==> config.mk <==
export PLATFORM = sky130hd
export DESIGN_NAME = dram_cfg_regs
export DESIGN_NICKNAME = d
export VERILOG_FILES = /design/src/source/mem_cfg_pkg.sv /design/src/source/dram_cfg_regs.sv
export VERILOG_INCLUDE_DIRS = /design/src /design/src/include
export SDC_FILE = /design/constraint.sdc
export NUM_CORES = 1
export LEC_CHECK = 0
export BUFFER_PORTS_ARGS = -buffer_cell sky130_fd_sc_hd__buf_4
export CELL_PAD_IN_SITES_DETAIL_PLACEMENT = 0
export CELL_PAD_IN_SITES_GLOBAL_PLACEMENT = 1
export CORE_ASPECT_RATIO = 1.5
export CORE_MARGIN = 1
export CORE_UTILIZATION = 18
export CTS_CLUSTER_DIAMETER = 40
export DETAILED_ROUTE_END_ITERATION = 16
export PLACE_DENSITY = 0.75
export SLEW_MARGIN = 20
export SYNTH_ARGS = -nofsm -noshare
export SYNTH_HDL_FRONTEND = slang
export SYNTH_SLANG_ARGS = --single-unit
==> constraint.sdc <==
create_clock -name core_clk -period 1.4 [get_ports core_clk]
set_input_delay 0.07 -clock core_clk [delete_from_list [all_inputs] [get_ports core_clk]]
set_output_delay 0.07 -clock core_clk [all_outputs]
set_load 0.01 [all_outputs]
==> src/include/mem_macros.svh <==
/*
  Sizing for the memory channels. Changing MEM_DATA_W or MEM_BLOCK_WORDS
  moves the byte-offset and beat fields of the DMA address. Keep
  MEM_BLOCK_WORDS a power of two above one and MEM_LAT_MAX below 8.
*/
`ifndef MEM_MACROS_SVH
`define MEM_MACROS_SVH

// data word width in bits
`define MEM_DATA_W 32

// DMA byte address width
`define MEM_ADDR_W 14

`define MEM_BLOCK_WORDS 4
`define MEM_BANK_WORDS 1024

// bridge packet and read-word FIFOs
`define MEM_FIFO_DEPTH 2

`define MEM_RESET_STAGES 3

// largest bank read latency, cycles
`define MEM_LAT_MAX 7

`endif
==> src/source/mem_cfg_pkg.sv <==
/*
  Configuration register map. Two registers are mapped. Any other
  address reads as zero and drops writes.
*/
package mem_cfg_pkg;

  typedef logic [1:0] cfg_addr_t;
  typedef logic [2:0] rd_lat_t;

  // bit 0 north, bit 1 south
  typedef logic [1:0] chan_en_t;

  localparam cfg_addr_t CFG_ADDR_RD_LAT  = 2'd0;
  localparam cfg_addr_t CFG_ADDR_CHAN_EN = 2'd1;

  // values after reset
  localparam rd_lat_t  RD_LAT_RST  = 3'd1;
  localparam chan_en_t CHAN_EN_RST = 2'b11;

endpackage

==> src/source/dram_cfg_regs.sv <==
/*
  Latency and channel-enable registers behind a four-phase req/ack port.
  The host holds we, addr and wdata while req is high. Latency writes
  saturate to 1..MEM_LAT_MAX. Change the latency only while no read is
  in flight.
*/
`timescale 1ns/1ps
`include "mem_macros.svh"

module dram_cfg_regs import mem_cfg_pkg::*; (
  input  logic                   core_clk,
  input  logic                   rst_n_i,
  input  logic                   cfg_req_i,
  input  logic                   cfg_we_i,
  input  cfg_addr_t              cfg_addr_i,
  input  logic [`MEM_DATA_W-1:0] cfg_wdata_i,
  output logic                   cfg_ack_o,
  output logic [`MEM_DATA_W-1:0] cfg_rdata_o,
  output rd_lat_t                rd_lat_o,
  output chan_en_t               chan_en_o
);

  typedef enum logic {
    CFG_IDLE,
    CFG_ACK
  } cfg_state_e;

  cfg_state_e state_q;
  rd_lat_t    rd_lat_q;
  chan_en_t   chan_en_q;
  logic       cfg_wr;

  function automatic rd_lat_t sat_lat(input logic [`MEM_DATA_W-1:0] v);
    if (v == '0) begin
      return rd_lat_t'(1);
    end else if (v > `MEM_DATA_W'(`MEM_LAT_MAX)) begin
      return rd_lat_t'(`MEM_LAT_MAX);
    end else begin
      return rd_lat_t'(v);
    end
  endfunction

  // write lands on the edge that raises ack
  assign cfg_wr = (state_q == CFG_IDLE) && cfg_req_i && cfg_we_i;

  always_ff @(posedge core_clk) begin
    if (!rst_n_i) begin
      state_q   <= CFG_IDLE;
      rd_lat_q  <= RD_LAT_RST;
      chan_en_q <= CHAN_EN_RST;
    end else begin
      case (state_q)
        CFG_IDLE: if (cfg_req_i) state_q <= CFG_ACK;
        CFG_ACK:  if (!cfg_req_i) state_q <= CFG_IDLE;
        default:  state_q <= CFG_IDLE;
      endcase
      if (cfg_wr && cfg_addr_i == CFG_ADDR_RD_LAT) begin
        rd_lat_q <= sat_lat(cfg_wdata_i);
      end
      if (cfg_wr && cfg_addr_i == CFG_ADDR_CHAN_EN) begin
        chan_en_q <= cfg_wdata_i[$bits(chan_en_t)-1:0];
      end
    end
  end

  always_comb begin
    case (cfg_addr_i)
      CFG_ADDR_RD_LAT:  cfg_rdata_o = `MEM_DATA_W'(rd_lat_q);
      CFG_ADDR_CHAN_EN: cfg_rdata_o = `MEM_DATA_W'(chan_en_q);
      default:          cfg_rdata_o = '0;
    endcase
  end

  assign cfg_ack_o = (state_q == CFG_ACK);
  assign rd_lat_o  = rd_lat_q;
  assign chan_en_o = chan_en_q;

  // host keeps req up until it sees ack
  a_req_held: assert property (@(posedge core_clk) disable iff (!rst_n_i)
    (cfg_req_i && !cfg_ack_o) |=> cfg_req_i);

endmodule

; ---- Word level (Yosys, flattened, before mapping)
; Cells that the tools add are included.
[op_classes]
magnitude_cmp = 1
eq_ne = 1
mux = 4
n_bitwise = 1
n_reduce_logical = 6
[op_table]
columns = op, n
row1 = "32-bit by 3-bit > comparator with 1-bit output, second input constant", 1
row2 = 32-bit zero test, 1
row3 = 3-bit 2-to-1 mux, 2
row4 = 3-bit case mux with 2 select lines, 1
row5 = 1-bit logical AND, 4
row6 = "2-bit by 1-bit equality test with 1-bit output, second input constant", 1
row7 = 2-bit zero test, 1
row8 = 1-bit 2-to-1 mux, 1
row9 = 1-bit NOT, 1
[totals]
inputBits = 38
regBits = 6
elab_cells = 16

; ---- Depth between registers and ports, before layout
[logic_depth]
ltp_word = 4
mapped_depth = 4
ltp_nobuf = 4

; ---- Least setup slack after synthesis
; Ideal clock, no wire load.
[synth_timing]
kind = flip-flop to flip-flop
from = register state_q, in the netlist cfg_ack_o
to = register rd_lat_q[1], in the netlist rd_lat_o[1]
path_slack_ps = 130
path_stages_with_launch = 4
required_time_ps = 1278
arrival_ps = 1148
n_path_buf = 0
period_less_slack_ps = 1270
setup_time_ps = 122
path_cell_list = dfxtp_1 nand3b_1 or3_1 o311a_1
[synth_between]
elab_chain_len = 4
[synth_rtl]
columns = item, line
row1 = start: declaration, dram_cfg_regs.sv:28  ; cfg_state_e state_q;
row2 = start signal: assignment, dram_cfg_regs.sv:48  ; state_q <= CFG_IDLE;
row3 = start signal: assignment, dram_cfg_regs.sv:53  ; CFG_IDLE: if (cfg_req_i) state_q <= CFG_ACK;
row4 = start signal: assignment, dram_cfg_regs.sv:54  ; CFG_ACK: if (!cfg_req_i) state_q <= CFG_IDLE;
row5 = 1-bit NOT, -
row6 = 1-bit logical AND (2 in a row), dram_cfg_regs.sv:44  ; assign cfg_wr = (state_q == CFG_IDLE) && cfg_req_i && cfg_we_i;
row7 = 1-bit logical AND, dram_cfg_regs.sv:57  ; if (cfg_wr && cfg_addr_i == CFG_ADDR_RD_LAT) begin
row8 = end signal: assignment, dram_cfg_regs.sv:58  ; rd_lat_q <= sat_lat(cfg_wdata_i);
row9 = end: declaration, dram_cfg_regs.sv:29  ; rd_lat_t rd_lat_q;
; No other way between the ends.
; A chain may end at the register's enable or synchronous reset.

; ---- Worst setup path in the final report
[layout_timing]
from = register state_q, in the netlist cfg_ack_o
to = register rd_lat_q[0], in the netlist rd_lat_o[0]
; Same word-level chain as after synthesis.

==> results.toml <==
[clock_network]
htreeDepth = 1
hold_buffers = 0
cts_tree = "built"
clkTransAtPathRegs_ps = 40
cts_buffers = 3
cts.path.max_buffers = 2
clk_latency_ps = 220
cts_root_buffer = "clkbuf_8"
cts.sinks = 6

[sta]
rsz0062_at_grt = "false"
finalMaxSlewViolations = 0
fin_setup_tns_ps = 0
fmax_ghz = 0.771
fin_crit_ps = 1300
setup_viol = 0
timing.hold.ws_ps = 67.6
setup_ws_ps = 103
finalCritPeriodShare_pct = 92.6
finClkSkew_ps = 2.06
hold_viol = 0

[grt]
use_met2_pct = 15.5
antenna_found_initial = 0
overflow = 0
grtUsageMet3_pct = 2.84
grt_max_degree = 8
grt_pass1_vias = 553
track_usage_pct = 8.27
grt_pass1_wl_um = 2060
use_met1_pct = 7.89
top_usage_layer = "met2"

[finish]
regArea_um2 = 120
area_growth_syn_to_layout_pct = 60.2
layout.nets = 158
multi_input_area_um2 = 322
drive_gt1_share_pct = 43.2
fillers = 321
num_antenna_cells = 0

[floorplan]
dieArea_um2 = 3320
die_h_um = 70.1
ios = 76
rows = 24
initial_utilization_pct = 19.1
die_width_um = 47.4
coreArea_um2 = 2910

[setup_path]
crit_family = "simple AND/OR/NAND/NOR gates"
critPathMaxStageDelay_ps = 380
path_cells = "nand3b_1 -> or3_1 -> nor4_1 -> a31oi_1"
crit_buf_inv = 0
cp_slowest_cell = "or3_1"
critical_path_class = "flip-flop to flip-flop"
cp-start-kind = "flip-flop"
regToRegSetupSlack_ps = 100
arrival_ps = 1390
critPathCaptureType = "flip-flop"
crit_fanout = 4
critPathRequiredTime_ps = 1490

[power_and_ir_drop]
p_switching_w = 0.000142
vdd_drop_max_mv = 0.454
power.density_nw_per_um2 = 662
p_clk_share_pct = 42.2
cellLeakagePower_nw = 0.461
pwr-share-comb_pct = 27.4
seqPwrFrac_pct = 30.3
intPower_w = 0.000448
p_sw_share_pct = 24.1

[routing]
vias_per_cell = 3.71
wire_per_inst_um = 9.06
drt_drc_violations_left = 0
firstDrtPassIters = 4
wl_um = 1420
ant_nets = 0
first_iter_violations = 3
vias = 582

[yosys]
synth_xor_area_share_pct = 0
ys.flop_type = "dfxtp_1"
synth_area_leaders = "buf_4 39%, dfxtp_1 22%, nor4_1 7.9%, mux2i_1 7.2%, o311a_1 3.6%"
synthMuxAreaShare_pct = 7.19
synth_top_family_by_area = "buffers and inverters"
ys_types = 19
synth-edff-count = 0
synth-compound-area-share_pct = 6.07
synth_fa_ha_area_share_pct = 0
synthArstFlopShare_pct = 0
synth_seq_cells = 6
yosysSeqAreaShare_pct = 21.6
yosysTopAreaCell = "buf_4"
netlist_instances = 69
synth.top_cell.area_share_pct = 39.1
synthSimpleGateAreaFrac_pct = 24.0
netlist_area_um2 = 557
synth_area_per_cell_um2 = 8.07
yosys_warnings = 0

[min_path]
hp-class = "input port to flip-flop"

[placed_design]
pre_cts_slack_ps = 54.0
io_buffer_count = 46
place_congestion = 0.713
hpwl_um = 1280

[job]
drv_cap = 0

[outcome]
status = "completed"
## cell usage in the layout, fill, tap and decap left out, types with 2 or more instances in the layout
master	count
inv_1	2
nor4_1	7
nand2b_1	2
nand4_1	2
nor2_1	3
mux2i_1	4
buf_4	47
clkbuf_8	3
nand2_1	2
conb_1	29
o311a_1	2
dfxtp_1	6
## per-layer routing
| layer | vias up | share of wire (%) |
|---|---|---|
| met5 | - | 0 |
| met3 | 0 | 11 |
| met1 | 259 | 34 |
| met2 | 42 | 56 |
| met4 | 0 | 0 |
| li1 | 281 | - |
## cell families after synthesis
family | after synthesis
AOI/OAI and AO/OA | 4
buffers and inverters | 31
DFF | 6
muxes | 4
other | 1
and+or+nand+nor | 23
## area by class of cell
| cell class | instances | share of cell area, % |
|---|---|---|
| Clock buffer | 3 | 4.63 |
| Sequential cell | 6 | 13.5 |
| Tap cell | 39 | 5.47 |
| Inverter | 2 | 0.842 |
| Timing Repair Buffer | 47 | 39.6 |
| Multi-Input combinational cell | 60 | 36.0 |
## synthesized netlist by cell type, drive strengths merged (2+ instances only)
library cell and n:
nor3b 2, o311a 2, nand2 2, inv 2, nor4 7, dfxtp 6
nand4 2, mux2i 4, nor2 3, buf 29, nand2b 2
## power by group through the flow
stage | combinational (W) | sequential, W | clock, W
2_1_floorplan | 0.000116 | 0.000183 | 0
5_1_grt | 0.000179 | 0.000179 | 0.000268
4_1_cts | 0.000161 | 0.000179 | 0.000255
3_3_place_gp | 0.000159 | 0.000182 | 0
6_report | 0.000162 | 0.000179 | 0.000249
3_5_place_dp | 0.000161 | 0.000182 | 0
## worst paths after layout
check / from / to / depth (start not counted)
setup / recovery: cfg_ack_o$_SDFF_PN0_ / rd_lat_o[0]$_SDFFE_PN1P_ / 4
hold / removal: rst_n_i / chan_en_o[0]$_SDFFE_PN1P_ / 2
setup reg to reg: cfg_ack_o$_SDFF_PN0_ / rd_lat_o[0]$_SDFFE_PN1P_ / 4
hold reg to reg: chan_en_o[1]$_SDFFE_PN1P_ / chan_en_o[1]$_SDFFE_PN1P_ / 2
## per-stage QoR
stage          util [%]  total power [W]  std cells  area, um2
2_1_floorplan         -         0.000299         97        662
3_3_place_gp       29.0         0.000341        154        846
3_5_place_dp       29.0         0.000342        154        846
4_1_cts            30.5         0.000595        157        887
5_1_grt            30.6         0.000626        157        892
6_report           30.6         0.000590        157        892
## registers in the layout (all words and copies together), names as in the netlist
name,count
cfg_ack_o,1
chan_en_o,2
rd_lat_o,3
## repair_timing
action	CTS	global route
setup endpoints to repair	0	1
gates resized for setup	0	1
setup buffers	0	0
hold endpoints to repair	0	0
Note: power is estimated with default switching activity, not from simulation.
