<file path="src/include/mem_macros.svh">
/*
  Sizing for the memory channels. Changing MEM_DATA_W or MEM_BLOCK_WORDS
  moves the byte-offset and beat fields of the DMA address. Keep
  MEM_BLOCK_WORDS a power of two above one and MEM_LAT_MAX below 8.
*/
`ifndef MEM_MACROS_SVH
`define MEM_MACROS_SVH

// data word width in bits
`define MEM_DATA_W 32

// DMA byte address width
`define MEM_ADDR_W 14

`define MEM_BLOCK_WORDS 4
`define MEM_BANK_WORDS 1024

// bridge packet and read-word FIFOs
`define MEM_FIFO_DEPTH 2

`define MEM_RESET_STAGES 3

// largest bank read latency, cycles
`define MEM_LAT_MAX 7

`endif
</file>
<file path="src/source/core_reset_ctr.sv">
/*
  Reset pipeline and global cycle counter. The internal reset releases
  MEM_RESET_STAGES edges after rst_n_i rises. The counter reads 0 in the
  first cycle out of reset and wraps at 32 bits.
*/
`timescale 1ns/1ps
`include "mem_macros.svh"

module core_reset_ctr (
  input  logic        core_clk,
  input  logic        rst_n_i,
  output logic        sys_rst_n_o,
  output logic [31:0] cycle_ctr_o
);

  logic [`MEM_RESET_STAGES-1:0] rst_pipe_q;
  logic [31:0]                  ctr_q;

  always_ff @(posedge core_clk) begin
    if (!rst_n_i) begin
      rst_pipe_q <= '0;
    end else begin
      rst_pipe_q <= {rst_pipe_q[`MEM_RESET_STAGES-2:0], 1'b1};
    end
  end

  assign sys_rst_n_o = rst_pipe_q[`MEM_RESET_STAGES-1];

  always_ff @(posedge core_clk) begin
    if (!sys_rst_n_o) begin
      ctr_q <= '0;
    end else begin
      ctr_q <= ctr_q + 32'd1;
    end
  end

  assign cycle_ctr_o = ctr_q;

endmodule

</file>
<file path="config.mk">
export PLATFORM = sky130hd
export DESIGN_NAME = core_reset_ctr
export DESIGN_NICKNAME = d
export VERILOG_FILES = /design/src/source/core_reset_ctr.sv
export VERILOG_INCLUDE_DIRS = /design/src /design/src/include
export SDC_FILE = /design/constraint.sdc
export NUM_CORES = 1
export LEC_CHECK = 0
export BUFFER_PORTS_ARGS = -buffer_cell sky130_fd_sc_hd__clkbuf_2
export CAP_MARGIN = 20
export CELL_PAD_IN_SITES_DETAIL_PLACEMENT = 0
export CELL_PAD_IN_SITES_GLOBAL_PLACEMENT = 1
export CORE_UTILIZATION = 39
export CTS_CLUSTER_DIAMETER = 60
export DETAILED_ROUTE_END_ITERATION = 10
export PLACE_DENSITY_LB_ADDON = 0.1
export SYNTH_ARGS = -nofsm -noshare
export SYNTH_HDL_FRONTEND = slang
export SYNTH_SLANG_ARGS = --single-unit
</file>
<file path="constraint.sdc">
create_clock -name core_clk -period 2.2 [get_ports core_clk]
set_input_delay 0.11 -clock core_clk [delete_from_list [all_inputs] [get_ports core_clk]]
set_output_delay 0.11 -clock core_clk [all_outputs]
set_load 0.01 [all_outputs]
</file>
### Word level (Yosys, flattened, before mapping)

Index checks and enable logic that the tools add are counted.

| operators by class | value |
|---|---|
| add/sub/neg operators | 1 |
| muxes and demuxes | 1 |

Operator list:

| operator | count |
|---|---|
| $add 32x1->32 const B | 1 |
| $mux 1 | 1 |

| word-level totals | value |
|---|---|
| bits in registers | 35 |
| output and inout port bits | 33 |

### Longest topological paths before layout

Gate-level depths: netlist of run 1.

| depth | value |
|---|---|
| depth after elaboration | 1 |
| gate-level depth with buffers | 7 |
| gate-level depth less buffers | 5 |

### Least setup slack after synthesis of run 1

Ideal clock, no wire load.

| path | value |
|---|---|
| path type | register to register |
| start point | register ctr_q[8], in the netlist cycle_ctr_o[8] |
| end point | register ctr_q[23], in the netlist cycle_ctr_o[23] |
| setup time | 0.071 ns |
| arrival | 2.025 ns |
| required time | 2.129 ns |
| setup slack | 0.105 ns |
| stages on the path, launching flop included | 7 |
| buffers on the path | 2 |
| path through | dfxtp_1 -> nand4_2 -> or4_1 -> buf_2 -> buf_6 -> or4_1 -> a21oi_1 |

| between the ends | value |
|---|---|
| longest elaborated chain between the ends | 1 |

RTL lines:

| element | RTL line | text |
|---|---|---|
| start: declaration | core_reset_ctr.sv:17 | `logic [31:0] ctr_q;` |
| start signal: assignment | core_reset_ctr.sv:33 | `ctr_q <= ctr_q + 32'd1;` |
| $add 32x1->32 | core_reset_ctr.sv:33 |  |

No other way between the ends.
A chain may end at the register's enable or synchronous reset.

### Worst setup path after layout of run 1

| path | value |
|---|---|
| start point | register ctr_q[11], in the netlist cycle_ctr_o[11] |
| end point | register ctr_q[28], in the netlist cycle_ctr_o[28] |

The elaborated chain is that of the path after synthesis.

==> impl_metrics.toml, run 1 <==
[final_layout]
synthToLayoutAreaGrowth_pct = 23.49
nets = 221
drive_above_1_share = 0.2339
antennaDiodeCount = 0
fin_util = 0.5114

[drt]
dr.pass1.iters = 4
via_per_inst = 5.466
drc = 0
vias = 1454
drt-total-wl_mm = 3.463
ant_nets = 0
wl_per_cell_um = 13.02
drt_iter0_drc = 82

[yosys]
ys_types = 27
synth_common_cells = "35 x dfxtp_1, 17 x a21oi_1, 16 x or4_1, 14 x nor2_1, 13 x o31ai_1"
syn-num-nets = 180
synth_area_leader_cell = "dfxtp_1"
synth_edf_count = 0
yosysMostFrequentCell = "dfxtp_1"
syn_inst = 177
synthesis.area_sq_mm = 0.001550
synth_area_per_cell_sq_um = 8.758
ys.flop_type = "dfxtp_1"
synth_top_area_frac = 0.4520
ys_ff_latch = 35
async_flop_share = 0
synth_area_leaders = "dfxtp_1 45%, or4_1 7.7%, o31ai_1 6.3%"
seq_area_frac_synth = 0.4520
ys_warn_count = 0

[cts]
cts_made_buffers = 5
clock_path_buffers = 2
clock-sinks = 35
insertion_delay_ns = 0.28
cts_tree = "built"
post_cts_resized = 0
cts_root_buf = "clkbuf_8"
ctsHtreeMaxLevel = 2
clkSlewWorstSetupHoldPaths_ns = 0.07

[place]
dpl.hpwl_mm = 2.428
gp_congestion = 0.8057
io_buffers = 34

[timing]
fin_tns_setup_ns = 0
max_freq_mhz = 484.8
setup_viol = 0
final_max_slew_viol_count = 0
clock_skew_ns = 0.004348
rsz0062_at_grt = "false"
hold_viol_final = 0
holdWs_ns = 0.4362
maxSlewHeadroom = 0.6954
tightest_slew_ns = 0.4559
min_period_over_period = 0.9375
period_minus_slack_ns = 2.063

[grt]
grt_first_pass_wirelength_mm = 5.802
grtUsageTotal = 0.1797
grt_pass1_vias = 1276
antenna_found_initial = 0
grt-ovfl-total = 0
grt_max_degree = 31

[worst_setup_path]
arrival_ns = 2.27
cp-start-kind = "flop"
required_ns = 2.41
reg2reg_depth = 5
path_max_fanout = 27
crit_type = "reg2reg"
cp-end-kind = "flop"

[die]
die_w_um = 65.05
die_height_um = 65.05
num_rows = 22
start_util = 0.4141
num_io_pins = 35
dieArea_sq_mm = 0.004231
core_area_sq_mm = 0.003744

[run]
drv_cap = 0

[pwr]
ir_drop_uv = 350.7
power.leakage_uw = 0.0006514
p_per_area_mw_per_mm2 = 630.1

[min_path]
hp-class = "reg2reg"
hold_path_depth = 1

[outcome]
status = "completed"
placed cells by master, fill, tap and decap left out, types with 7 or more instances in the layout:
cell type and instances:
a21oi_1 17, buf_4 9, clkbuf_2 34, dfxtp_1 35, nand2_1 12, nand3_1 9, nor2_1 14, o31ai_1 13
or4_1 16, xnor2_1 7
repair_timing:
| item | in CTS | in global routing |
|---|---|---|
| hold endpoints to repair | 1 | 0 |
| buffers inserted | 0 | 0 |
| hold buffers | 1 | 0 |
critical path, stage by stage, from the launching register on:
cell	delay, ns
dfxtp_1	0.41
nand4_2	0.14
or4_1	0.54
buf_4	0.22
or4_1	0.52
a21oi_1	0.17
path summary, 6_finish.rpt:
path	from	endpoint	slack, ns
max	cycle_ctr_o[11]$_SDFF_PN0_	cycle_ctr_o[28]$_SDFF_PN0_	0.14
min	rst_pipe_q[0]$_DFF_P_	rst_pipe_q[1]$_SDFF_PN0_	0.44
max reg2reg	cycle_ctr_o[11]$_SDFF_PN0_	cycle_ctr_o[28]$_SDFF_PN0_	0.14
min reg2reg	rst_pipe_q[0]$_DFF_P_	rst_pipe_q[1]$_SDFF_PN0_	0.44
metal layers:
metal,share of wire,vias up,track usage
li1,-,733,-
met3,0.042,6,0.06162
met2,0.48,28,0.2943
met5,0,-,0
met1,0.46,687,0.2164
met4,0.015,0,0.06522
layout make-up:
class                           count  area (sq um)
Tap cell                           48         60.06
Sequential cell                    35         700.7
Clock buffer                        6         72.57
Clock inverter                      1         30.03
Fill cell                         390          1829
Inverter                            6         22.52
Multi-Input combinational cell    126         780.7
Timing Repair Buffer               44         247.7
sequential cells by signal (all words and copies together) (netlist names):
name and flops:
cycle_ctr_o 32, rst_pipe_q 3
metrics by stage:
step | setup WS [ns] | area [sq um] | instances | power, uW
4_1_cts | 0.1442 | 1914 | 266 | 1229
6_report | 0.1374 | 1914 | 266 | 1206
2_1_floorplan | 0.1048 | 1550 | 177 | 661.6
5_1_grt | 0.02742 | 1914 | 266 | 1259
3_5_place_dp | 0.1532 | 1802 | 258 | 667.7
3_3_place_gp | 0.2223 | 1802 | 258 | 666.9
cells by family (layout without fill, tap and decap cells):
kind of cell    count (synthesis)  count (layout)  share of synthesized area
compound gates                 34              34                     0.1332
xor+xnor                       12              12                    0.06780
fa+ha+maj                       1               1                   0.008070
buf+inv                        16              57                    0.04439
flops                          35              35                     0.4520
mux                             1               1                   0.006457
simple gates                   78              78                     0.2881
power by group:
part,internal (uW),switching (uW)
Combinational,5.34,9.44
Sequential,637,2.33
Clock,332,220
(Power assumes the default switching activity.)
==> run 2: changes to the inputs <==
--- a/config.mk
+++ b/config.mk
@@ -10,6 +10,7 @@
 export CAP_MARGIN = 20
 export CELL_PAD_IN_SITES_DETAIL_PLACEMENT = 0
 export CELL_PAD_IN_SITES_GLOBAL_PLACEMENT = 1
+export CORE_ASPECT_RATIO = 1.4
 export CORE_UTILIZATION = 39
 export CTS_CLUSTER_DIAMETER = 60
 export DETAILED_ROUTE_END_ITERATION = 10
==> constraint.sdc (replaced) <==
create_clock -name core_clk -period 2.3 [get_ports core_clk]
set_input_delay 0.115 -clock core_clk [delete_from_list [all_inputs] [get_ports core_clk]]
set_output_delay 0.115 -clock core_clk [all_outputs]
set_load 0.01 [all_outputs]
==> impl_metrics.toml, run 2 (synthesized netlist as in run 1, its figures left out) <==
[timing]
fin_tns_setup_ns = 0
setup_ws_ns = 0.1834
hold_viol_final = 0
tightest_slew_ns = 0.5773
setup_viol = 0
max_freq_mhz = 472.5
maxSlewHeadroom = 0.6147
clock_skew_ns = 0.005731
final_max_slew_viol_count = 0
min_period_over_period = 0.9203
rsz0062_at_grt = "false"
period_minus_slack_ns = 2.117

[worst_setup_path]
cp-start-kind = "flop"
arrival_ns = 2.33
path_max_fanout = 8
cp-end-kind = "flop"
required_ns = 2.52
crit_type = "reg2reg"

[die]
die_w_um = 55.29
num_rows = 26
core_area_sq_mm = 0.003741
die_height_um = 76.60
start_util = 0.4144
num_io_pins = 35
dieArea_sq_mm = 0.004235

[cts]
insertion_delay_ns = 0.29
clock-sinks = 35
cts_root_buf = "clkbuf_8"
clkSlewWorstSetupHoldPaths_ns = 0.07
cts_setup_buffers = 0
clock_path_buffers = 2
cts_tree = "built"
ctsHtreeMaxLevel = 2
cts_made_buffers = 5

[drt]
drt-total-wl_mm = 3.551
drt_iter0_drc = 40
drc = 0
vias = 1468
dr.pass1.iters = 4
wl_per_cell_um = 13.71
via_per_inst = 5.668
ant_nets = 0

[final_layout]
nets = 219
multi_input_area_sq_um = 780.7
synthToLayoutAreaGrowth_pct = 23.00
largest_reg_flops = 32
layout.cells.most_common = "dfxtp_1"
drive_above_1_share = 0.2350
seq_area_sq_um = 700.7
fillCellCount = 375
design_area_sq_mm = 0.001907
layout_common_cells = "35 x dfxtp_1, 34 x clkbuf_2, 17 x a21oi_1, 16 x or4_1, 14 x nor2_1"
antennaDiodeCount = 0
final_cells = 259

[place]
dpl.hpwl_mm = 2.516
dp.cells = 250
post-place-ws_ns = 0.1983
place_area_sq_mm = 0.001779
io_buffers = 34
gp_congestion = 0.6816

[grt]
grt_pass1_vias = 1294
antenna_found_initial = 0
grt-ovfl-total = 0
grt_first_pass_wirelength_mm = 5.823
grtUsageTotal = 0.1733
grt_max_degree = 28

[run]
drv_cap = 0

[pwr]
p_per_area_mw_per_mm2 = 628.8
ir_drop_uv = 525.5
total_power_uw = 1199
power.leakage_uw = 0.0006504

[outcome]
status = "completed"

[min_path]
hp-class = "reg2reg"
-- run 2: what timing repair did --
action,CTS,global route
resized for setup,0,0
endpoints found under the setup margin,0,0
hold buffers,1,0
hold endpoints to repair,1,0
-- run 2: per-stage QoR --
stage               utilization  hold WS, ns
floorplan                     -       0.1427
global placement         0.4756       0.2365
detailed placement       0.4756       0.2426
CTS                      0.5097       0.4431
global route             0.5097       0.4619
finish                   0.5097       0.4394
-- run 2: power breakdown --
group | switching (uW) | internal [uW]
clock network | 223 | 350
registers | 2.34 | 609
logic | 9.04 | 5.09
-- run 2: routing by layer --
layer | routed length (um) | track usage
met1 | 1542 | 0.1994
met2 | 1788 | 0.2952
met3 | 157 | 0.04584
met4 | 64 | 0.08000
met5 | 0 | 0
-- run 2: final timing paths --
check / from / endpoint / slack (ns) / cells after the start
min reg2reg: rst_pipe_q[1]$_SDFF_PN0_ / rst_pipe_q[2]$_SDFF_PN0_ / 0.44 / 1
max: cycle_ctr_o[0]$_SDFF_PN0_ / cycle_ctr_o[26]$_SDFF_PN0_ / 0.18 / 5
min: rst_pipe_q[1]$_SDFF_PN0_ / rst_pipe_q[2]$_SDFF_PN0_ / 0.44 / 1
max reg2reg: cycle_ctr_o[0]$_SDFF_PN0_ / cycle_ctr_o[26]$_SDFF_PN0_ / 0.18 / 5
-- run 2: final cells by class --
cell class / count / share of cell area
Clock buffer: 6 / 0.04331
Multi-Input combinational cell: 126 / 0.4094
Timing Repair Buffer: 42 / 0.1220
Clock inverter: 2 / 0.01837
Tap cell: 42 / 0.02756
Inverter: 6 / 0.01181
Sequential cell: 35 / 0.3675
-- run 2: critical path, cell delays in order, from the launching register on --
cell,delay (ns)
dfxtp_1,0.39
ha_1,0.25
nand4_1,0.27
or3_1,0.47
or4_1,0.50
a21oi_1,0.17
