<file path="config.mk">
export PLATFORM = sky130hd
export DESIGN_NAME = cache_dma_bridge
export DESIGN_NICKNAME = d
export VERILOG_FILES = /design/src/source/cache_dma_pkg.sv /design/src/source/cache_dma_bridge.sv /design/src/source/dma_fifo.sv
export VERILOG_INCLUDE_DIRS = /design/src /design/src/include
export SDC_FILE = /design/constraint.sdc
export NUM_CORES = 1
export LEC_CHECK = 0
export BUFFER_PORTS_ARGS = -buffer_cell sky130_fd_sc_hd__buf_2
export CORE_UTILIZATION = 52
export CTS_CLUSTER_DIAMETER = 50
export CTS_CLUSTER_SIZE = 40
export DETAILED_ROUTE_END_ITERATION = 8
export GPL_ROUTABILITY_DRIVEN = 0
export GPL_TIMING_DRIVEN = 1
export HOLD_SLACK_MARGIN = 0.12
export PLACE_DENSITY = 0.83
export SLEW_MARGIN = 20
export SYNTH_ARGS = -nofsm -noshare
export SYNTH_HDL_FRONTEND = slang
export SYNTH_SLANG_ARGS = --single-unit
</file>
<file path="constraint.sdc">
create_clock -name core_clk -period 7.2 [get_ports core_clk]
set_input_delay 0 -clock core_clk [delete_from_list [all_inputs] [get_ports core_clk]]
set_output_delay 0 -clock core_clk [all_outputs]
set_load 0.02 [all_outputs]
</file>
<file path="src/include/mem_macros.svh">
/*
  Sizing for the memory channels. Changing MEM_DATA_W or MEM_BLOCK_WORDS
  moves the byte-offset and beat fields of the DMA address. Keep
  MEM_BLOCK_WORDS a power of two above one and MEM_LAT_MAX below 8.
*/
`ifndef MEM_MACROS_SVH
`define MEM_MACROS_SVH

// data word width in bits
`define MEM_DATA_W 32

// DMA byte address width
`define MEM_ADDR_W 14

`define MEM_BLOCK_WORDS 4
`define MEM_BANK_WORDS 1024

// bridge packet and read-word FIFOs
`define MEM_FIFO_DEPTH 2

`define MEM_RESET_STAGES 3

// largest bank read latency, cycles
`define MEM_LAT_MAX 7

`endif
</file>
<file path="src/source/cache_dma_pkg.sv">
/*
  DMA packet and bank types. The packet address is a byte address. Only
  the bits that select a word inside one bank are used, so higher
  address bits alias.
*/
`include "mem_macros.svh"

package cache_dma_pkg;

  typedef logic [`MEM_DATA_W-1:0] dma_word_t;

  typedef struct packed {
    logic                   write_not_read;
    logic [`MEM_ADDR_W-1:0] addr;
  } dma_pkt_t;

  // word address inside one bank
  typedef logic [$clog2(`MEM_BANK_WORDS)-1:0] bank_addr_t;

  typedef enum logic {
    CHAN_N = 1'b0,
    CHAN_S = 1'b1
  } chan_e;

endpackage

</file>
<file path="src/source/cache_dma_bridge.sv">
/*
  One channel between the cache DMA port and its bank. Each packet moves
  one block in ascending word order from the block-aligned address.
  A write waits until earlier read data has left the bridge, so packets
  finish in acceptance order. Reads issue only while the read-word FIFO
  can absorb every read already in flight.
*/
`timescale 1ns/1ps
`include "mem_macros.svh"

module cache_dma_bridge import cache_dma_pkg::*; (
  input  logic       core_clk,
  input  logic       rst_n_i,
  input  logic       chan_en_i,
  input  logic       dma_pkt_v_i,
  input  dma_pkt_t   dma_pkt_i,
  output logic       dma_pkt_yumi_o,
  input  logic       dma_wdata_v_i,
  input  dma_word_t  dma_wdata_i,
  output logic       dma_wdata_yumi_o,
  output logic       dma_rdata_v_o,
  output dma_word_t  dma_rdata_o,
  input  logic       dma_rdata_ready_i,
  output logic       bank_req_o,
  output logic       bank_we_o,
  output bank_addr_t bank_addr_o,
  output dma_word_t  bank_wdata_o,
  input  logic       bank_rdata_v_i,
  input  dma_word_t  bank_rdata_i
);

  localparam int BEAT_W = $clog2(`MEM_BLOCK_WORDS);
  localparam int BYTE_W = $clog2(`MEM_DATA_W/8);
  localparam int BLK_W  = $bits(bank_addr_t) - BEAT_W;
  localparam int FREE_W = $clog2(`MEM_FIFO_DEPTH+1);
  localparam int INFL_W = $clog2(`MEM_LAT_MAX+1);

  logic              pkt_push;
  logic              pkt_pop;
  logic              pkt_full;
  logic              pkt_empty;
  dma_pkt_t          head;
  logic              rd_pop;
  logic              rd_empty;
  logic [FREE_W-1:0] rd_free;
  logic [BEAT_W-1:0] beat_q;
  logic [INFL_W-1:0] inflight_q;
  logic              last_beat;
  logic              rd_idle;
  logic              wr_go;
  logic              rd_go;

  dma_fifo #(
    .payload_t(dma_pkt_t)
  ) u_pkt_fifo (
    .core_clk(core_clk),
    .rst_n_i (rst_n_i),
    .push_i  (pkt_push),
    .data_i  (dma_pkt_i),
    .full_o  (pkt_full),
    .pop_i   (pkt_pop),
    .data_o  (head),
    .empty_o (pkt_empty),
    .free_o  ()
  );

  dma_fifo #(
    .payload_t(dma_word_t)
  ) u_rd_fifo (
    .core_clk(core_clk),
    .rst_n_i (rst_n_i),
    .push_i  (bank_rdata_v_i),
    .data_i  (bank_rdata_i),
    .full_o  (),
    .pop_i   (rd_pop),
    .data_o  (dma_rdata_o),
    .empty_o (rd_empty),
    .free_o  (rd_free)
  );

  assign pkt_push       = dma_pkt_v_i && chan_en_i && !pkt_full;
  assign dma_pkt_yumi_o = pkt_push;

  // no read data left anywhere in the channel
  assign rd_idle = (inflight_q == '0) && rd_empty;

  assign wr_go = !pkt_empty && head.write_not_read && dma_wdata_v_i && rd_idle;
  assign rd_go = !pkt_empty && !head.write_not_read
              && (int'(rd_free) > int'(inflight_q));

  assign last_beat = (beat_q == BEAT_W'(`MEM_BLOCK_WORDS-1));
  assign pkt_pop   = (wr_go || rd_go) && last_beat;

  assign dma_wdata_yumi_o = wr_go;
  assign bank_req_o       = wr_go || rd_go;
  assign bank_we_o        = wr_go;
  assign bank_addr_o      = {head.addr[BYTE_W+BEAT_W +: BLK_W], beat_q};
  assign bank_wdata_o     = dma_wdata_i;

  assign dma_rdata_v_o = !rd_empty;
  assign rd_pop        = dma_rdata_v_o && dma_rdata_ready_i;

  always_ff @(posedge core_clk) begin
    if (!rst_n_i) begin
      beat_q     <= '0;
      inflight_q <= '0;
    end else begin
      if (wr_go || rd_go) begin
        beat_q <= last_beat ? '0 : beat_q + BEAT_W'(1);
      end
      case ({rd_go, bank_rdata_v_i})
        2'b10:   inflight_q <= inflight_q + INFL_W'(1);
        2'b01:   inflight_q <= inflight_q - INFL_W'(1);
        default: inflight_q <= inflight_q;
      endcase
    end
  end

  a_rdata_hold: assert property (@(posedge core_clk) disable iff (!rst_n_i)
    (dma_rdata_v_o && !dma_rdata_ready_i) |=> (dma_rdata_v_o && $stable(dma_rdata_o)));

endmodule

</file>
<file path="src/source/dma_fifo.sv">
/*
  Small circular FIFO over any payload type. Push while full and pop
  while empty are illegal, even in the same cycle as the opposite side.
  Entries hold no reset value, so data_o is undefined while empty.
*/
`timescale 1ns/1ps
`include "mem_macros.svh"

module dma_fifo #(
  parameter type payload_t = logic,
  parameter int  DEPTH     = `MEM_FIFO_DEPTH
) (
  input  logic                       core_clk,
  input  logic                       rst_n_i,
  input  logic                       push_i,
  input  payload_t                   data_i,
  output logic                       full_o,
  input  logic                       pop_i,
  output payload_t                   data_o,
  output logic                       empty_o,
  output logic [$clog2(DEPTH+1)-1:0] free_o
);

  localparam int PTR_W = (DEPTH > 1) ? $clog2(DEPTH) : 1;
  localparam int CNT_W = $clog2(DEPTH+1);

  payload_t         mem [DEPTH];
  logic [PTR_W-1:0] wr_ptr_q;
  logic [PTR_W-1:0] rd_ptr_q;
  logic [CNT_W-1:0] count_q;

  function automatic logic [PTR_W-1:0] ptr_next(input logic [PTR_W-1:0] p);
    return (p == PTR_W'(DEPTH-1)) ? '0 : p + PTR_W'(1);
  endfunction

  always_ff @(posedge core_clk) begin
    if (!rst_n_i) begin
      wr_ptr_q <= '0;
      rd_ptr_q <= '0;
      count_q  <= '0;
    end else begin
      if (push_i) wr_ptr_q <= ptr_next(wr_ptr_q);
      if (pop_i) rd_ptr_q <= ptr_next(rd_ptr_q);
      case ({push_i, pop_i})
        2'b10:   count_q <= count_q + CNT_W'(1);
        2'b01:   count_q <= count_q - CNT_W'(1);
        default: count_q <= count_q;
      endcase
    end
  end

  always_ff @(posedge core_clk) begin
    if (push_i) mem[wr_ptr_q] <= data_i;
  end

  assign data_o  = mem[rd_ptr_q];
  assign full_o  = (count_q == CNT_W'(DEPTH));
  assign empty_o = (count_q == '0);
  assign free_o  = CNT_W'(DEPTH) - count_q;

  a_no_overflow: assert property (@(posedge core_clk) disable iff (!rst_n_i)
    !(push_i && full_o));
  a_no_underflow: assert property (@(posedge core_clk) disable iff (!rst_n_i)
    !(pop_i && empty_o));

endmodule

</file>
# Word-level counts from Yosys, hierarchy flattened
# Memories as Yosys holds them, arrays and structs flattened. A register that Yosys moved wholly into a read port is not among the register bits.
# Index checks and enable logic that the tools add are counted.
# word_totals
input_bits	86
reg_bits	13
ramBits	94
word_cells	68
n_memories	2
# op_classes
n_reduce_logical	21
n_mux	16
magnitude_cmp	1
eq_ne	8
add_sub_neg	12
# memory_table
memory	depth	word_bits	rd	rd_clocked_by_memory_dff	wr	line	source
u_rd_fifo.mem	2	32	1	1	1	dma_fifo.sv:27	payload_t mem [DEPTH];
u_pkt_fifo.mem	2	15	1	1	1	dma_fifo.sv:27	
# op_table
cell	n
1-bit two-way mux	12
2-bit == test, second input constant	5
1-bit logical AND	10
2-bit case mux with 2 select lines	2
2-bit by 1-bit adder with 2-bit output, second input constant	3
2-bit by 1-bit == test with 1-bit output, second input constant	3
3-bit case mux with 2 select lines	1
2-bit nonzero test	3
1-bit adder, second input constant	4
1-bit logical NOT	4
2-bit logical NOT	2
2-bit by 1-bit subtractor with 2-bit output, second input constant	2
3-bit by 1-bit adder with 3-bit output, second input constant	1
2-bit by 3-bit greater-than comparator with 1-bit output	1
3-bit logical NOT	1
3-bit by 1-bit subtractor with 3-bit output, second input constant	1
2-bit two-way mux	1
2-bit subtractor, first input constant	1
1-bit logical OR	1

# Depth between registers and ports, before layout
# logic_depth
depth_word	9
mapped_depth	12
depth_no_buf	12

# By module
# From an unflattened synthesis, not the netlist that was laid out.
# unflattened
cells_unflattened	275
hier_area_um2	4508.1
# by_module_without_submodules
mod	cells_per_inst	n_inst	area_each_um2	seq_area_each_um2
dma_fifo at u_rd_fifo	126	1	2556.2	2021.9
dma_fifo at u_pkt_fifo	73	1	1327.5	1001.0
cache_dma_bridge	76	1	624.3	100.1

# Worst setup path before layout
# No wires, ideal clock.
# synth_path
path_type	reg2reg
startpoint	register u_rd_fifo.count_q[0]
endpoint	register inflight_q[2]
setup_ps	76
synth_period_minus_slack_ps	2726
path_slack_ps	4474
path_buffers	0
stages_incl_launch_ff	13
t_required_ps	7124
arrival_time_ps	2650
path_cell_list	dfxtp_1 -> inv_1 -> ha_1 -> inv_1 -> ha_1 -> nor2b_1 -> o2111ai_1 -> ha_1 -> inv_1 -> fa_1 -> xor2_1 -> or3_1 -> a21boi_0
# synth_between
elab_chain_len	5
# synth_lines
item	line	source
from (decl)	dma_fifo.sv:30	logic [CNT_W-1:0] count_q;
from (signal assigned)	dma_fifo.sv:45	2'b10: count_q <= count_q + CNT_W'(1);
from (signal assigned)	dma_fifo.sv:46	2'b01: count_q <= count_q - CNT_W'(1);
from (signal assigned)	dma_fifo.sv:47	default: count_q <= count_q;
2-bit subtractor (*)	dma_fifo.sv:59	assign free_o = CNT_W'(DEPTH) - count_q;
2-bit by 3-bit greater-than comparator with 1-bit output (*)	cache_dma_bridge.sv:89	&& (int'(rd_free) > int'(inflight_q));
1-bit logical AND (*)	cache_dma_bridge.sv:89	
2-bit by 1-bit == test with 1-bit output or 2-bit == test (tied branches)	cache_dma_bridge.sv:111	case ({rd_go, bank_rdata_v_i})
3-bit case mux with 2 select lines or 2-bit nonzero test (tied branches)	-	
to (signal assigned)	cache_dma_bridge.sv:112	2'b10: inflight_q <= inflight_q + INFL_W'(1);
to (signal assigned)	cache_dma_bridge.sv:113	2'b01: inflight_q <= inflight_q - INFL_W'(1);
to (signal assigned)	cache_dma_bridge.sv:114	default: inflight_q <= inflight_q;
to (decl)	cache_dma_bridge.sv:47	logic [INFL_W-1:0] inflight_q;
# Every way passes the cells marked *; elsewhere a longest branch is shown, timed or not.
# A chain may end at the register's enable or synchronous reset.

# Worst setup path in the final report
# Same ends and word-level chain as after synthesis.

==> impl_metrics.tcl <==
set metrics [dict create \
    outcome "completed" \
    critical_path.max_fanout 3 \
    ys_types 29 \
    routed-via-count 2456 \
    classification_of_the_worst_setup_path "reg2reg" \
    grt_busiest_layer "met2" \
    critical_path_buf_inv_count 3 \
    finalSetupViolCount 0 \
    die_height_um 90.13 \
    pin_count_of_the_biggest_net_entering_global_routing 34 \
    cp.required_ps 7470 \
    ys.warnings.count 0 \
    grt_pass1_vias 2573 \
    worst_skew_pair.late_latency_ps 350 \
    min_period_over_period_pct 40.66 \
    pwr_density_cell_nw_per_um2 262.4 \
    synth_mux_area_share_pct 12.39 \
    main_area_contributors_after_synthesis "sky130_fd_sc_hd__edfxtp_1, sky130_fd_sc_hd__mux2_2, sky130_fd_sc_hd__dfxtp_1" \
    placement.io_buffers 94 \
    fp-row-count 31 \
    worst_ep_arrival_time_ps 3200 \
    clock_tree.htree_level_count 3 \
    globalRouteMet1Util_pct 22.01 \
    worst_setup_hold_path_clk_slew_ps 90 \
    detail_route.wl_per_cell_um 15.27 \
    grt_pass1_wl_um 12180 \
    detail_route.drc_violations 0 \
    drt-total-wl_um 7605 \
    cts_tree "done" \
    clock_sink_count 97 \
    fin_skew_ps 5.635 \
    grt_overflow_total 0 \
    cts-buffers-inserted 9 \
    drt.antenna.violating_nets 0 \
    placement.setup.worst_slack_ps 4306 \
    synth_sequential_area_ratio_pct 68.40 \
    layout.nets 489 \
    first_pass_iters 4 \
    synth_compound_gate_area_share_pct 3.253 \
    area_inside_the_core_boundary_um2 7370 \
    peak_clock_frequency_supported_by_timing_ghz 0.3416 \
    static-leakage-power_nw 2.047 \
    yosys.area_share.adder_pct 2.664 \
    largest_stage_delay_on_the_critical_path_ps 390 \
    synth_cells 252 \
    synthDominantCellAreaShare_pct 60.97 \
    grt_util_met2_pct 35.56 \
    drt-initial-drc-count 103 \
    synth_enable_flop_cells 82 \
    io_pins 165 \
    floorplan.initialDensity_pct 54.80 \
    crit_path_end_kind "flop" \
    relative_max_transition_margin_pct 37.62 \
    power.switching_uw 410.7 \
    final_critical_path_setup_slack_ps 4273 \
    netlist.top_cell.by_area "sky130_fd_sc_hd__edfxtp_1" \
    post_synth_and_or_nand_nor_area_fraction_pct 3.965 \
    die_width_um 90.13 \
    cp_slowest_cell "sky130_fd_sc_hd__dfxtp_1" \
    area.growth.synth_to_final_pct 31.51 \
    netSwitchingFraction_pct 29.47 \
    number_of_antenna_violations_at_the_first_check_in_global_routing 0 \
    ys_dominant_reg_cell "sky130_fd_sc_hd__edfxtp_1" \
    post_route_cells_drive_above_1_share_pct 38.60 \
    finalHoldViolations 0 \
    totalNegativeSetupSlack_ps 0 \
    worstMarginPinSlew_ps 933.5 \
    cell_internal_pwr_uw 983.0 \
    dpl.hpwl_um 4296 \
    maxCapViolations 0 \
    power_frac_clock_pct 23.8 \
    power.ir.vdd_worst_uv 134.7 \
    start_kind "flop" \
    ys_ff_latch 97 \
    synthMostInstantiatedCell "sky130_fd_sc_hd__edfxtp_1" \
    post_synth_xor_area_fraction_pct 1.518 \
    final_report_max_slew_violation_count 0 \
    sequentialPowerShare_pct 48.3 \
    use_met3_pct 4.822 \
    globalRouteTotalUtil_pct 19.60 \
    grt_setup_unrepaired "false" \
    clockRootBuffer "sky130_fd_sc_hd__clkbuf_8" \
    worstHoldPathType "in2reg" \
    path_cells "inv_1 > ha_1 > inv_1 > ha_1 > nor2b_1 > o2111ai_1 > ha_1 > inv_1 > fa_1 > xor2_1 > or3_1 > a21boi_0" \
    fin_crit_ps 2927 \
    dieArea_um2 8123 \
    insertedDiodeCount 0 \
    syn_area_um2 4039 \
    synth_commonest_cells "sky130_fd_sc_hd__edfxtp_1, sky130_fd_sc_hd__mux2_2, sky130_fd_sc_hd__buf_4" \
    clockBufferDepth 2 \
    worst_path_top_cell_family_by_delay "adder cells" \
    vias_per_cell 4.932 \
    ys_async_sr_fraction_pct 0 \
    synth_fp_nets 346 \
    design_power_total_mw 1.394 \
    combinational_family_with_the_most_area_after_synthesis "multiplexers" \
    postSynthAreaPerCell_um2 16.03 \
    power_frac_comb_pct 27.8 \
]
==> power groups by stage <==
stage	clock network, mW	logic [mW]	registers (mW)
after global routing	0.360	0.420	0.679
after CTS	0.342	0.388	0.675
after floorplan	0	0.278	0.677
after global placement	0	0.331	0.685
after detailed placement	0	0.339	0.687
final	0.332	0.388	0.674
==> final timing paths <==
| check | startpoint | endpoint | slack [ps] | depth (start not counted) |
|---|---|---|---|---|
| worst min-delay path | dma_wdata_v_i | u_pkt_fifo.rd_ptr_q | 170 | 5 |
| worst max register to register | u_rd_fifo.count_q[0] | inflight_q[2] | 4270 | 12 |
| worst max-delay path | u_rd_fifo.count_q[0] | inflight_q[2] | 4270 | 12 |
| worst min register to register | beat_q[1] | beat_q[1] | 480 | 2 |
==> through the flow <==
step / hold WS (ps) / utilization [%] / instance area, um^2 / instances
2_1_floorplan: 98.87 / - / 4039 / 252
3_3_place_gp: 0.1367 / 59.41 / 4378 / 408
3_5_place_dp: 0.1367 / 59.41 / 4378 / 408
4_1_cts: 145.6 / 72.07 / 5311 / 498
5_1_grt: 185.1 / 72.07 / 5311 / 498
6_report: 173.8 / 72.07 / 5311 / 498
==> area by class of cell <==
class / count / area (um^2)
Multi-Input combinational cell: 106 / 968.4
Clock inverter: 6 / 58.81
Clock buffer: 9 / 123.9
Sequential cell: 97 / 2763
Timing Repair Buffer: 171 / 1236
Inverter: 10 / 37.54
Tap cell: 99 / 123.9
Fill cell: 497 / 2058
==> routing by layer <==
| metal | wire (um) | vias to the layer above |
|---|---|---|
| met5 | 0 | - |
| met4 | 131 | 0 |
| met3 | 395 | 16 |
| met2 | 4047 | 102 |
| met1 | 3031 | 1175 |
| li1 | - | 1163 |
==> worst min-delay path: stages <==
cell and delay [ps]:
sky130_fd_sc_hd__buf_2 110, sky130_fd_sc_hd__nand2_1 50, sky130_fd_sc_hd__or4_4 150, sky130_fd_sc_hd__a21oi_4 70, sky130_fd_sc_hd__mux2i_1 110
==> flip-flops by register name, summed over array words and instances (netlist names), named ones only <==
| name | cells |
|---|---|
| u_pkt_fifo.mem | 18 |
| u_rd_fifo.rd_ptr_q | 1 |
| inflight_q | 3 |
| u_pkt_fifo.rd_ptr_q | 1 |
| u_pkt_fifo.wr_ptr_q | 1 |
| u_pkt_fifo.count_q | 2 |
| u_rd_fifo.count_q | 2 |
| beat_q | 2 |
| u_rd_fifo.wr_ptr_q | 1 |
| u_rd_fifo.mem | 64 |
==> cells by family after synthesis <==
kind of cell / count (synthesis)
buf+inv: 49
flops: 97
mux: 45
xor+xnor: 7
fa+ha+maj: 8
simple gates: 30
compound gates: 16
==> repair_timing <==
action / in CTS / in global routing
setup buffers: 0 / 0
endpoints found under the hold margin: 129 / 0
resized for setup: 0 / 0
hold buffers: 75 / 0
==> layout by cell type (no fill, tap or decap), types with 2 or more instances in the layout <==
cell / netlist / layout
sky130_fd_sc_hd__o21ai_0: 4 / 4
sky130_fd_sc_hd__or3_1: 3 / 3
sky130_fd_sc_hd__buf_4: 33 / 2
sky130_fd_sc_hd__dfxtp_1: 15 / 15
sky130_fd_sc_hd__dlygate4sd3_1: 0 / 75
sky130_fd_sc_hd__mux2i_1: 5 / 5
sky130_fd_sc_hd__clkbuf_8: 0 / 9
sky130_fd_sc_hd__ha_1: 7 / 7
sky130_fd_sc_hd__a21boi_0: 3 / 3
sky130_fd_sc_hd__and2_1: 9 / 9
sky130_fd_sc_hd__xor2_1: 2 / 2
sky130_fd_sc_hd__o211ai_1: 2 / 2
sky130_fd_sc_hd__xnor2_1: 5 / 5
sky130_fd_sc_hd__inv_1: 10 / 10
sky130_fd_sc_hd__clkinv_1: 0 / 2
sky130_fd_sc_hd__mux2_2: 40 / 40
sky130_fd_sc_hd__nor2_1: 4 / 3
sky130_fd_sc_hd__nor2b_1: 3 / 3
sky130_fd_sc_hd__nand2_1: 9 / 9
sky130_fd_sc_hd__buf_2: 0 / 94
sky130_fd_sc_hd__edfxtp_1: 82 / 82
sky130_fd_sc_hd__o21a_1: 2 / 2
(Power assumes the default switching activity.)
